$ cat src/hdl/fft_twiddle.mem
// cos[27:14] sin[13:0], Q1.12, sin column holds -sin, angle k*pi/8 for k = 0..7
4000000
3B239E1
2D434B0
187F138
0003000
E787138
D2C34B0
C4E39E1

$ cat src/hdl/fft_buf_pkg.sv
package fft_buf_pkg;

   localparam int SAMPLE_W  = 29;        // one real or imaginary part
   localparam int FFT_N     = 16;
   localparam int ADDR_W    = 4;
   localparam int TW_W      = 14;        // Q1.12 twiddle part
   localparam int TW_ONE    = 4096;      // 1.0 in Q1.12
   localparam int TW_DEPTH  = 8;         // angles k*pi/8, k = 0..7
   localparam int TW_ADDR_W = 3;

   // operand pairer slots
   localparam logic SLOT_FIRST  = 1'b0;
   localparam logic SLOT_SECOND = 1'b1;

   // result streamer states
   localparam logic ST_IDLE   = 1'b0;
   localparam logic ST_STREAM = 1'b1;

   typedef struct packed {
      logic signed [SAMPLE_W-1:0] re;
      logic signed [SAMPLE_W-1:0] im;
   } cplx_t;

   // shared by the load port and the write-back port
   typedef struct packed {
      logic              valid;
      logic [ADDR_W-1:0] addr;
      cplx_t             data;
   } wr_req_t;

   typedef struct packed {
      logic                 valid;
      logic [ADDR_W-1:0]    addr;
      logic [TW_ADDR_W-1:0] tw_addr;  // angle index for this read
   } rd_req_t;

   // the table stores raw words, the datapath reads cos/sin
   typedef union packed {
      logic [2*TW_W-1:0] raw;
      struct packed {
         logic signed [TW_W-1:0] cos;
         logic signed [TW_W-1:0] sin;
      } cs;
   } twiddle_u;

   typedef struct packed {
      cplx_t    a;                    // first read of the pair
      cplx_t    b;                    // second read
      twiddle_u tw;                   // twiddle of the second read
   } bfly_operands_t;

endpackage

$ cat src/hdl/fft_buffer_top.sv
`timescale 1ns/100ps

module fft_buffer_top
   import fft_buf_pkg::*;
(
   input  logic           clk,
   input  logic           rst_n,
   input  wr_req_t        load_i,        // natural input index
   input  wr_req_t        wb_i,
   input  rd_req_t        rd_i,
   input  logic           finish_i,
   input  logic           done_i,
   output bfly_operands_t operands_o,
   output logic           pair_valid_o,
   output cplx_t          out_data_o,
   output logic           out_valid_o
);

   cplx_t    rd_data;
   logic     rd_valid;
   twiddle_u tw;

   // memory and table both see the same read strobe
   fft_sample_ram u_sample_ram (
      .clk        (clk),
      .rst_n      (rst_n),
      .load_i     (load_i),
      .wb_i       (wb_i),
      .rd_i       (rd_i),
      .rd_data_o  (rd_data),
      .rd_valid_o (rd_valid)
   );

   fft_twiddle_rom u_twiddle_rom (
      .clk  (clk),
      .rd_i (rd_i),
      .tw_o (tw)
   );

   // butterfly operands during the transform
   fft_operand_pairer u_operand_pairer (
      .clk          (clk),
      .rst_n        (rst_n),
      .rd_data_i    (rd_data),
      .rd_valid_i   (rd_valid),
      .tw_i         (tw),
      .operands_o   (operands_o),
      .pair_valid_o (pair_valid_o)
   );

   // final output once the transform is done
   fft_result_streamer u_result_streamer (
      .clk         (clk),
      .rst_n       (rst_n),
      .finish_i    (finish_i),
      .done_i      (done_i),
      .rd_data_i   (rd_data),
      .rd_valid_i  (rd_valid),
      .out_data_o  (out_data_o),
      .out_valid_o (out_valid_o)
   );

endmodule

$ cat src/hdl/fft_operand_pairer.sv
`timescale 1ns/100ps

module fft_operand_pairer
   import fft_buf_pkg::*;
(
   input  logic           clk,
   input  logic           rst_n,
   input  cplx_t          rd_data_i,
   input  logic           rd_valid_i,
   input  twiddle_u       tw_i,
   output bfly_operands_t operands_o,
   output logic           pair_valid_o
);

   logic           slot_q;
   cplx_t          first_q;              // sample from the first slot
   bfly_operands_t ops_q;                // last emitted pair

   // second sample and its twiddle arrive this cycle
   assign pair_valid_o = (slot_q == SLOT_SECOND) && rd_valid_i;

   always_comb begin
      if (pair_valid_o) begin
         operands_o.a  = first_q;
         operands_o.b  = rd_data_i;
         operands_o.tw = tw_i;
      end else begin
         operands_o = ops_q;              // hold between pairs
      end
   end

   always_ff @(posedge clk or negedge rst_n) begin
      if (!rst_n) begin
         slot_q <= SLOT_FIRST;
      end else begin
         case (slot_q)
            SLOT_FIRST: begin
               if (rd_valid_i) begin
                  slot_q <= SLOT_SECOND;
               end
            end
            SLOT_SECOND: begin
               slot_q <= SLOT_FIRST;       // back to first, pair or not
            end
            default: begin
               slot_q <= SLOT_FIRST;
            end
         endcase
      end
   end

   always_ff @(posedge clk) begin
      if (slot_q == SLOT_FIRST && rd_valid_i) begin
         first_q <= rd_data_i;
      end
   end

   always_ff @(posedge clk) begin
      if (pair_valid_o) begin
         ops_q <= operands_o;
      end
   end

endmodule

$ cat src/hdl/fft_result_streamer.sv
`timescale 1ns/100ps

module fft_result_streamer
   import fft_buf_pkg::*;
(
   input  logic  clk,
   input  logic  rst_n,
   input  logic  finish_i,
   input  logic  done_i,
   input  cplx_t rd_data_i,
   input  logic  rd_valid_i,
   output cplx_t out_data_o,
   output logic  out_valid_o
);

   logic state_q;
   logic fwd;

   // done_i also drops whatever is still in flight
   assign fwd = (state_q == ST_STREAM) && !done_i && rd_valid_i;

   always_ff @(posedge clk or negedge rst_n) begin
      if (!rst_n) begin
         state_q     <= ST_IDLE;
         out_valid_o <= 1'b0;
      end else begin
         out_valid_o <= fwd;
         case (state_q)
            ST_IDLE: begin
               if (finish_i) begin
                  state_q <= ST_STREAM;    // transform complete
               end
            end
            ST_STREAM: begin
               if (done_i) begin
                  state_q <= ST_IDLE;
               end
            end
            default: begin
               state_q <= ST_IDLE;
            end
         endcase
      end
   end

   always_ff @(posedge clk) begin
      if (fwd) begin
         out_data_o <= rd_data_i;
      end
   end

endmodule

$ cat src/hdl/fft_sample_ram.sv
`timescale 1ns/100ps

module fft_sample_ram
   import fft_buf_pkg::*;
(
   input  logic    clk,
   input  logic    rst_n,
   input  wr_req_t load_i,
   input  wr_req_t wb_i,
   input  rd_req_t rd_i,
   output cplx_t   rd_data_o,
   output logic    rd_valid_o
);

   wr_req_t           sel_req;
   logic              wr_vld_q;
   logic [ADDR_W-1:0] wr_addr_q;
   cplx_t             wr_data_q;

   cplx_t mem [FFT_N];

   // mirror the index bits, 0001 -> 1000
   function automatic logic [ADDR_W-1:0] bit_rev(input logic [ADDR_W-1:0] idx);
      logic [ADDR_W-1:0] rev;
      for (int i = 0; i < ADDR_W; i++) begin
         rev[i] = idx[ADDR_W-1-i];
      end
      return rev;
   endfunction

   // load wins, a colliding write-back is dropped
   always_comb begin
      if (load_i.valid) begin
         sel_req      = load_i;
         sel_req.addr = bit_rev(load_i.addr);   // store in bit-reversed order
      end else begin
         sel_req = wb_i;
      end
   end

   always_ff @(posedge clk or negedge rst_n) begin
      if (!rst_n) begin
         wr_vld_q <= 1'b0;
      end else begin
         wr_vld_q <= sel_req.valid;
      end
   end

   always_ff @(posedge clk) begin
      if (sel_req.valid) begin
         wr_addr_q <= sel_req.addr;
         wr_data_q <= sel_req.data;
      end
   end

   // second edge of the write path
   always_ff @(posedge clk) begin
      if (wr_vld_q) begin
         mem[wr_addr_q] <= wr_data_q;
      end
   end

   // registered read, data held until the next read
   always_ff @(posedge clk) begin
      if (rd_i.valid) begin
         rd_data_o <= mem[rd_i.addr];
      end
   end

   always_ff @(posedge clk or negedge rst_n) begin
      if (!rst_n) begin
         rd_valid_o <= 1'b0;
      end else begin
         rd_valid_o <= rd_i.valid;         // one cycle per read
      end
   end

endmodule

$ cat src/hdl/fft_twiddle_rom.sv
`timescale 1ns/100ps

module fft_twiddle_rom
   import fft_buf_pkg::*;
(
   input  logic     clk,
   input  rd_req_t  rd_i,
   output twiddle_u tw_o
);

   // cos in the upper half, sin in the lower half of each word
   logic [2*TW_W-1:0] rom [TW_DEPTH];

   initial begin
      $readmemh("/design/src/hdl/fft_twiddle.mem", rom);
   end

   // same latency as the sample read
   always_ff @(posedge clk) begin
      if (rd_i.valid) begin
         tw_o.raw <= rom[rd_i.tw_addr];
      end
   end

endmodule

$ cat config.mk
export PLATFORM = sky130hd
export DESIGN_NAME = fft_buffer_top
export DESIGN_NICKNAME = d
export VERILOG_FILES = /design/src/hdl/fft_buf_pkg.sv /design/src/hdl/fft_buffer_top.sv /design/src/hdl/fft_operand_pairer.sv /design/src/hdl/fft_result_streamer.sv /design/src/hdl/fft_sample_ram.sv /design/src/hdl/fft_twiddle_rom.sv
export SDC_FILE = /design/constraint.sdc
export NUM_CORES = 1
export LEC_CHECK = 0
export ABC_AREA = 1
export BUFFER_PORTS_ARGS = -buffer_cell sky130_fd_sc_hd__buf_2
export CORE_MARGIN = 1.5
export CORE_UTILIZATION = 30
export DETAILED_ROUTE_END_ITERATION = 16
export PLACE_DENSITY = 0.53
export SETUP_SLACK_MARGIN = 0.4
export SYNTH_ARGS = -nofsm -noshare
export SYNTH_HDL_FRONTEND = slang
export SYNTH_SLANG_ARGS = --single-unit
export TNS_END_PERCENT = 1
$ cat constraint.sdc
create_clock -name clk -period 3.93 [get_ports clk]
set_input_delay 0 -clock clk [delete_from_list [all_inputs] [get_ports clk]]
set_output_delay 0 -clock clk [all_outputs]
set_load 0.02 [all_outputs]
Word-level counts from Yosys, hierarchy flattened
Memory sizes are Yosys's and may differ from the RTL's. A register that Yosys moved wholly into a read port is not among the register bits.
Index checks and enable logic that the tools add are counted.
{"block": "op_classes", "muxes": 9, "n_reduce_logical": 5, "n_bitwise": 2}
{"operator": "$mux W144", "count": 1}
{"operator": "$mux W63", "count": 1}
{"operator": "$mux W1", "count": 5}
{"operator": "$logic_and A1 B1 Y1", "count": 4}
{"operator": "$pmux W1 S2", "count": 2}
{"operator": "$not A1 Y1", "count": 2}
{"operator": "$logic_not A1 Y1", "count": 1}
{"block": "word_totals", "mem_bits_rw": 928, "n_memories": 1, "wordCells": 35, "ff_bits": 355}
{"name": "u_sample_ram.mem", "depth": 16, "word_bits": 58, "read_ports": 1, "rd_clocked_by_memory_dff": 1, "wr": 1, "line": "fft_sample_ram.sv:20", "rtl": "cplx_t mem [FFT_N];"}

Longest topological paths before layout
{"block": "logic_depth", "ltp_word": 3, "ltp_mapped": 10, "depth_no_buf": 7}

Modules after synthesis
Synthesis repeated with hierarchy kept, for this count alone.
{"block": "hier_totals", "hier_cells": 4866, "area_unflattened_um2": 54558.6}
{"mod": "fft_sample_ram", "area_each_um2": 44362.5, "n_inst": 1, "cells_per_inst": 4084}
{"mod": "fft_operand_pairer", "area_each_um2": 8161.6, "n_inst": 1, "cells_per_inst": 686}
{"mod": "fft_result_streamer", "area_each_um2": 1820.5, "n_inst": 1, "cells_per_inst": 67}
{"mod": "fft_twiddle_rom", "area_each_um2": 214.0, "n_inst": 1, "cells_per_inst": 29}

Least setup slack after synthesis
Ideal clock, no wire load.
{"block": "synth_timing", "path_type": "reg-to-reg", "from": "register u_result_streamer.state_q", "to": "register u_result_streamer.out_data_o[0] (netlist name)", "setup_ns": 0.475, "t_arrival_ns": 3.078, "stages_incl_launch_ff": 4, "n_path_buf": 0, "required_time_ns": 3.455, "setup_slack_ns": 0.377, "cell_sequence": "dfrtp_1 -> inv_1 -> or2_2 -> nor2_1"}
{"block": "synth_via", "elab_chain_cells": 2}
{"element": "from (decl)", "line": "fft_result_streamer.sv:16", "rtl": "logic state_q;"}
{"element": "from (signal assigned)", "line": "fft_result_streamer.sv:24", "rtl": "state_q <= ST_IDLE;"}
{"element": "from (signal assigned)", "line": "fft_result_streamer.sv:31", "rtl": "state_q <= ST_STREAM;"}
{"element": "from (signal assigned)", "line": "fft_result_streamer.sv:36", "rtl": "state_q <= ST_IDLE;"}
{"element": "$logic_and A1 B1 Y1 (2 in a row)", "line": "fft_result_streamer.sv:20", "rtl": "assign fwd = (state_q == ST_STREAM) && !done_i && rd_valid_i;"}
{"element": "via u_result_streamer.fwd", "line": "fft_result_streamer.sv:17", "rtl": "logic fwd;"}
The timed path passes the listed nets, and every way through them passes these cells.
A chain may end at the register's enable or synchronous reset.

==> impl_results.md <==
* Largest delay share family, worst path: buffers and inverters
* Clock latency on the worst-skew pair at 0.77 ns
* Core Area at 0.178 mm²
* Final core utilization at 35.8%
* Status: complete, no violations
* Sequential cell area at 0.0394 mm²
* Finish-stage setup viols at 0
* Max Cap Viol at 0
* Crit Path Class: flip-flop to primary output
* GRT overflow at 0
* Antenna viol nets, final at 0
* Worst slew margin at 31.6%
* PostCTS Resize Cnt at 0
* Leakage at 26.7 nW
* Reg2Reg Depth at 3
* Worst-margin pin slew at 1.02 ns
* Setup TNS at 0 ns
* Sequential fraction of the synthesis area at 73.1%
* GRT Util Overall at 15.4%
* Synth Warn # at 0
* Mean Syn Cell Area at 11.3 µm²
* Crit-path slowest cell: dfrtp_1
* Worst path cell trace: nand2_4 -> inv_8 -> buf_12 -> nand2_1 -> nand2_1 -> buf_2
* Area occupied by multi-input gates at 0.0104 mm²
* # clock sinks at 1,313
* Initial antenna violation count at 11
* Clock Tree Buf Depth at 3
* Post-CTS Setup Inserts at 0
* Hold path startpoint: load_i[9]
* Total Wirelength at about 140 mm
* Drt drc at 0
* I/O pin cnt at 342
* Starting Density at a little under a third
* Clock Skew at 0.0392 ns
* Largest net degree at the start of global routing at 165
* Synthesized cell area at around 0.054 mm²
* DRT Pass-1 Iters at 7
* Levels on crit path at 6
* Tcrit/Tclk final at between 70 and 80%
* Via count at 33,842
* Worst Path Required at 3.93 ns
* Hold Crit Depth at 4
* Die Wd at approximately 430 µm
* CP peak stage delay at 0.43 ns
* Post-Syn Nets at 4,925
* Initial DRC Count at roughly 2,400
* Crit path max fanout at 111
* Kind of end point of the critical path: primary output
* Final Max Tran Viols at 0
* Hold Crit Class: input port to flip-flop
* Fin crit period at 2.98 ns
* Total CTS buffers at between 100 and 150
* Worst Setup SP: u_operand_pairer.slot_q$_DFF_PN0_
* Number of global-route vias before repair at 32,279
* RSZ-0062 raised after global routing: false
* Netlist cell types at 18
* Nets at 5,396
* First-pass GRT wire length at 208 mm
* Crit path DAT at 2.98 ns
* Fill count at around 17,000
* Buf+Inv Stages, Crit Path at 3
* Worst setup SP type: flip-flop
* Via/cell ratio at approximately 4.4
* Commonest non-fill, non-tap cell in the layout: nand2_1
* Pwr Density at 499 mW/mm²
* Tot Pwr at 0.0319 W
* Clk slew on worst S/H paths at roughly 0.060 ns
* Port Buffers at 338
* Die Ht at ~430 µm
* Final hold slack at around 0.073 ns
* Critical R2R Capture: u_sample_ram.mem[11][23]$_DFFE_PP_
* Gpl congestion at roughly 0.73
* Peak supply drop at 0.466 mV
* Flops & latches, synth at approximately 1,300
* RR Startpoint: u_sample_ram.wr_addr_q[2]$_DFFE_PP_
* H-tree levels at 4
* DP HPWL at 78.0 mm
* Routed len/inst at 18.4 µm
* Die area at 0.182 mm²
* Final hold vios at 0
* Share of cells above drive strength 1 at between 10% and 20%
* Cell mode on critical path: nand2_1
* Hold Path End: u_sample_ram.wr_data_q[9]$_DFFE_PP_
* Cells after Synth at 4,787
* P&R area growth vs syn at 18.6%
* Most frequent cells in the layout: nand2_1 (1,759), edfxtp_1 (1,308), inv_1 (728)
* R2r setup slk at ~1.4 ns
* Core Rows at 155
* CTS tree: done
* Max Clk Rate at about 0.34 GHz
* Root buf cell: clkbuf_16
[where the power goes]
part           internal, W  switching, W  total [W]
sequential          0.0165      0.000514     0.0170
combinational     0.000764       0.00175    0.00251
clock              0.00700       0.00531     0.0123
total               0.0243       0.00757     0.0319
[worst max-delay path by stage]
| stage | endpoint |
|---|---|
| CTS | operands_o[72] |
| global placement | u_sample_ram.mem[11][12]$_DFFE_PP_ |
| detailed placement | u_sample_ram.mem[11][12]$_DFFE_PP_ |
| floorplan | u_sample_ram.mem[10][0]$_DFFE_PP_ |
| global route | operands_o[67] |
| finish | operands_o[68] |
[metrics by stage]
step	cell area, µm²	cells	worst slack [ns]
global route	63900	7713	0.650
finish	63900	7714	0.950
floorplan	53900	4787	0.388
detailed placement	58200	7319	1.39
CTS	63900	7713	0.811
global placement	58200	7319	1.41
[final cells by class]
cell class,count,share of cell area (%)
antenna,1,0.00391
clock buffer,180,5.83
clock inverter,60,0.711
inverter,734,4.36
multi-input combinational,2508,16.3
sequential,1313,61.6
tap,2355,4.61
timing repair buffer,563,6.51
[flip-flops by register name (all words and copies together) (netlist names)]
| register | count |
|---|---|
| u_sample_ram.rd_valid_o | 1 |
| u_sample_ram.wr_vld_q | 1 |
| u_sample_ram.wr_data_q | 58 |
| u_result_streamer.out_valid_o | 1 |
| u_operand_pairer.slot_q | 1 |
| u_sample_ram.mem | 928 |
| u_sample_ram.rd_data_o | 58 |
| u_operand_pairer.ops_q | 144 |
| u_operand_pairer.first_q | 58 |
| u_result_streamer.state_q | 1 |
| u_result_streamer.out_data_o | 58 |
| u_sample_ram.wr_addr_q | 4 |
[metal layers]
metal	GRT usage, %	share of wire (%)
met5	0	0.025
met4	4.85	2.5
met3	2.53	5.4
met2	25.5	48
met1	20.5	44
[kinds of logic after synthesis]
logic type	after synthesis	share of synthesized area, %
AND/OR/NAND/NOR	2508	19.1
flip-flops	1313	73.1
buffers and inverters	966	7.82
[cell usage after synthesis]
cell type | number | area, µm²
edfxtp_1 | 1308 | 39300
buf_6 | 51 | 574
nand2_2 | 1 | 6.26
clkbuf_1 | 45 | 169
nand3_1 | 697 | 3490
inv_1 | 729 | 2740
inv_6 | 1 | 8.76
or2_2 | 2 | 12.5
buf_4 | 14 | 105
inv_2 | 3 | 11.3
buf_2 | 107 | 536
nand2_1 | 1759 | 6600
nor2_1 | 47 | 176
inv_4 | 1 | 6.26
buf_8 | 1 | 15.0
dfrtp_1 | 5 | 125
nand3b_1 | 2 | 15.0
buf_1 | 14 | 52.6
[worst min-delay path, stage by stage]
cell and delay [ns]:
buf_2 0.08, nand2_1 0.04, nand2_1 0.05, dlygate4sd3_1 0.53
[timing repair]
item	CTS	global route
endpoints found under the hold margin	196	0
hold buffers	154	0
endpoints found under the setup margin	0	0
Note: power is estimated with default switching activity, not from simulation.
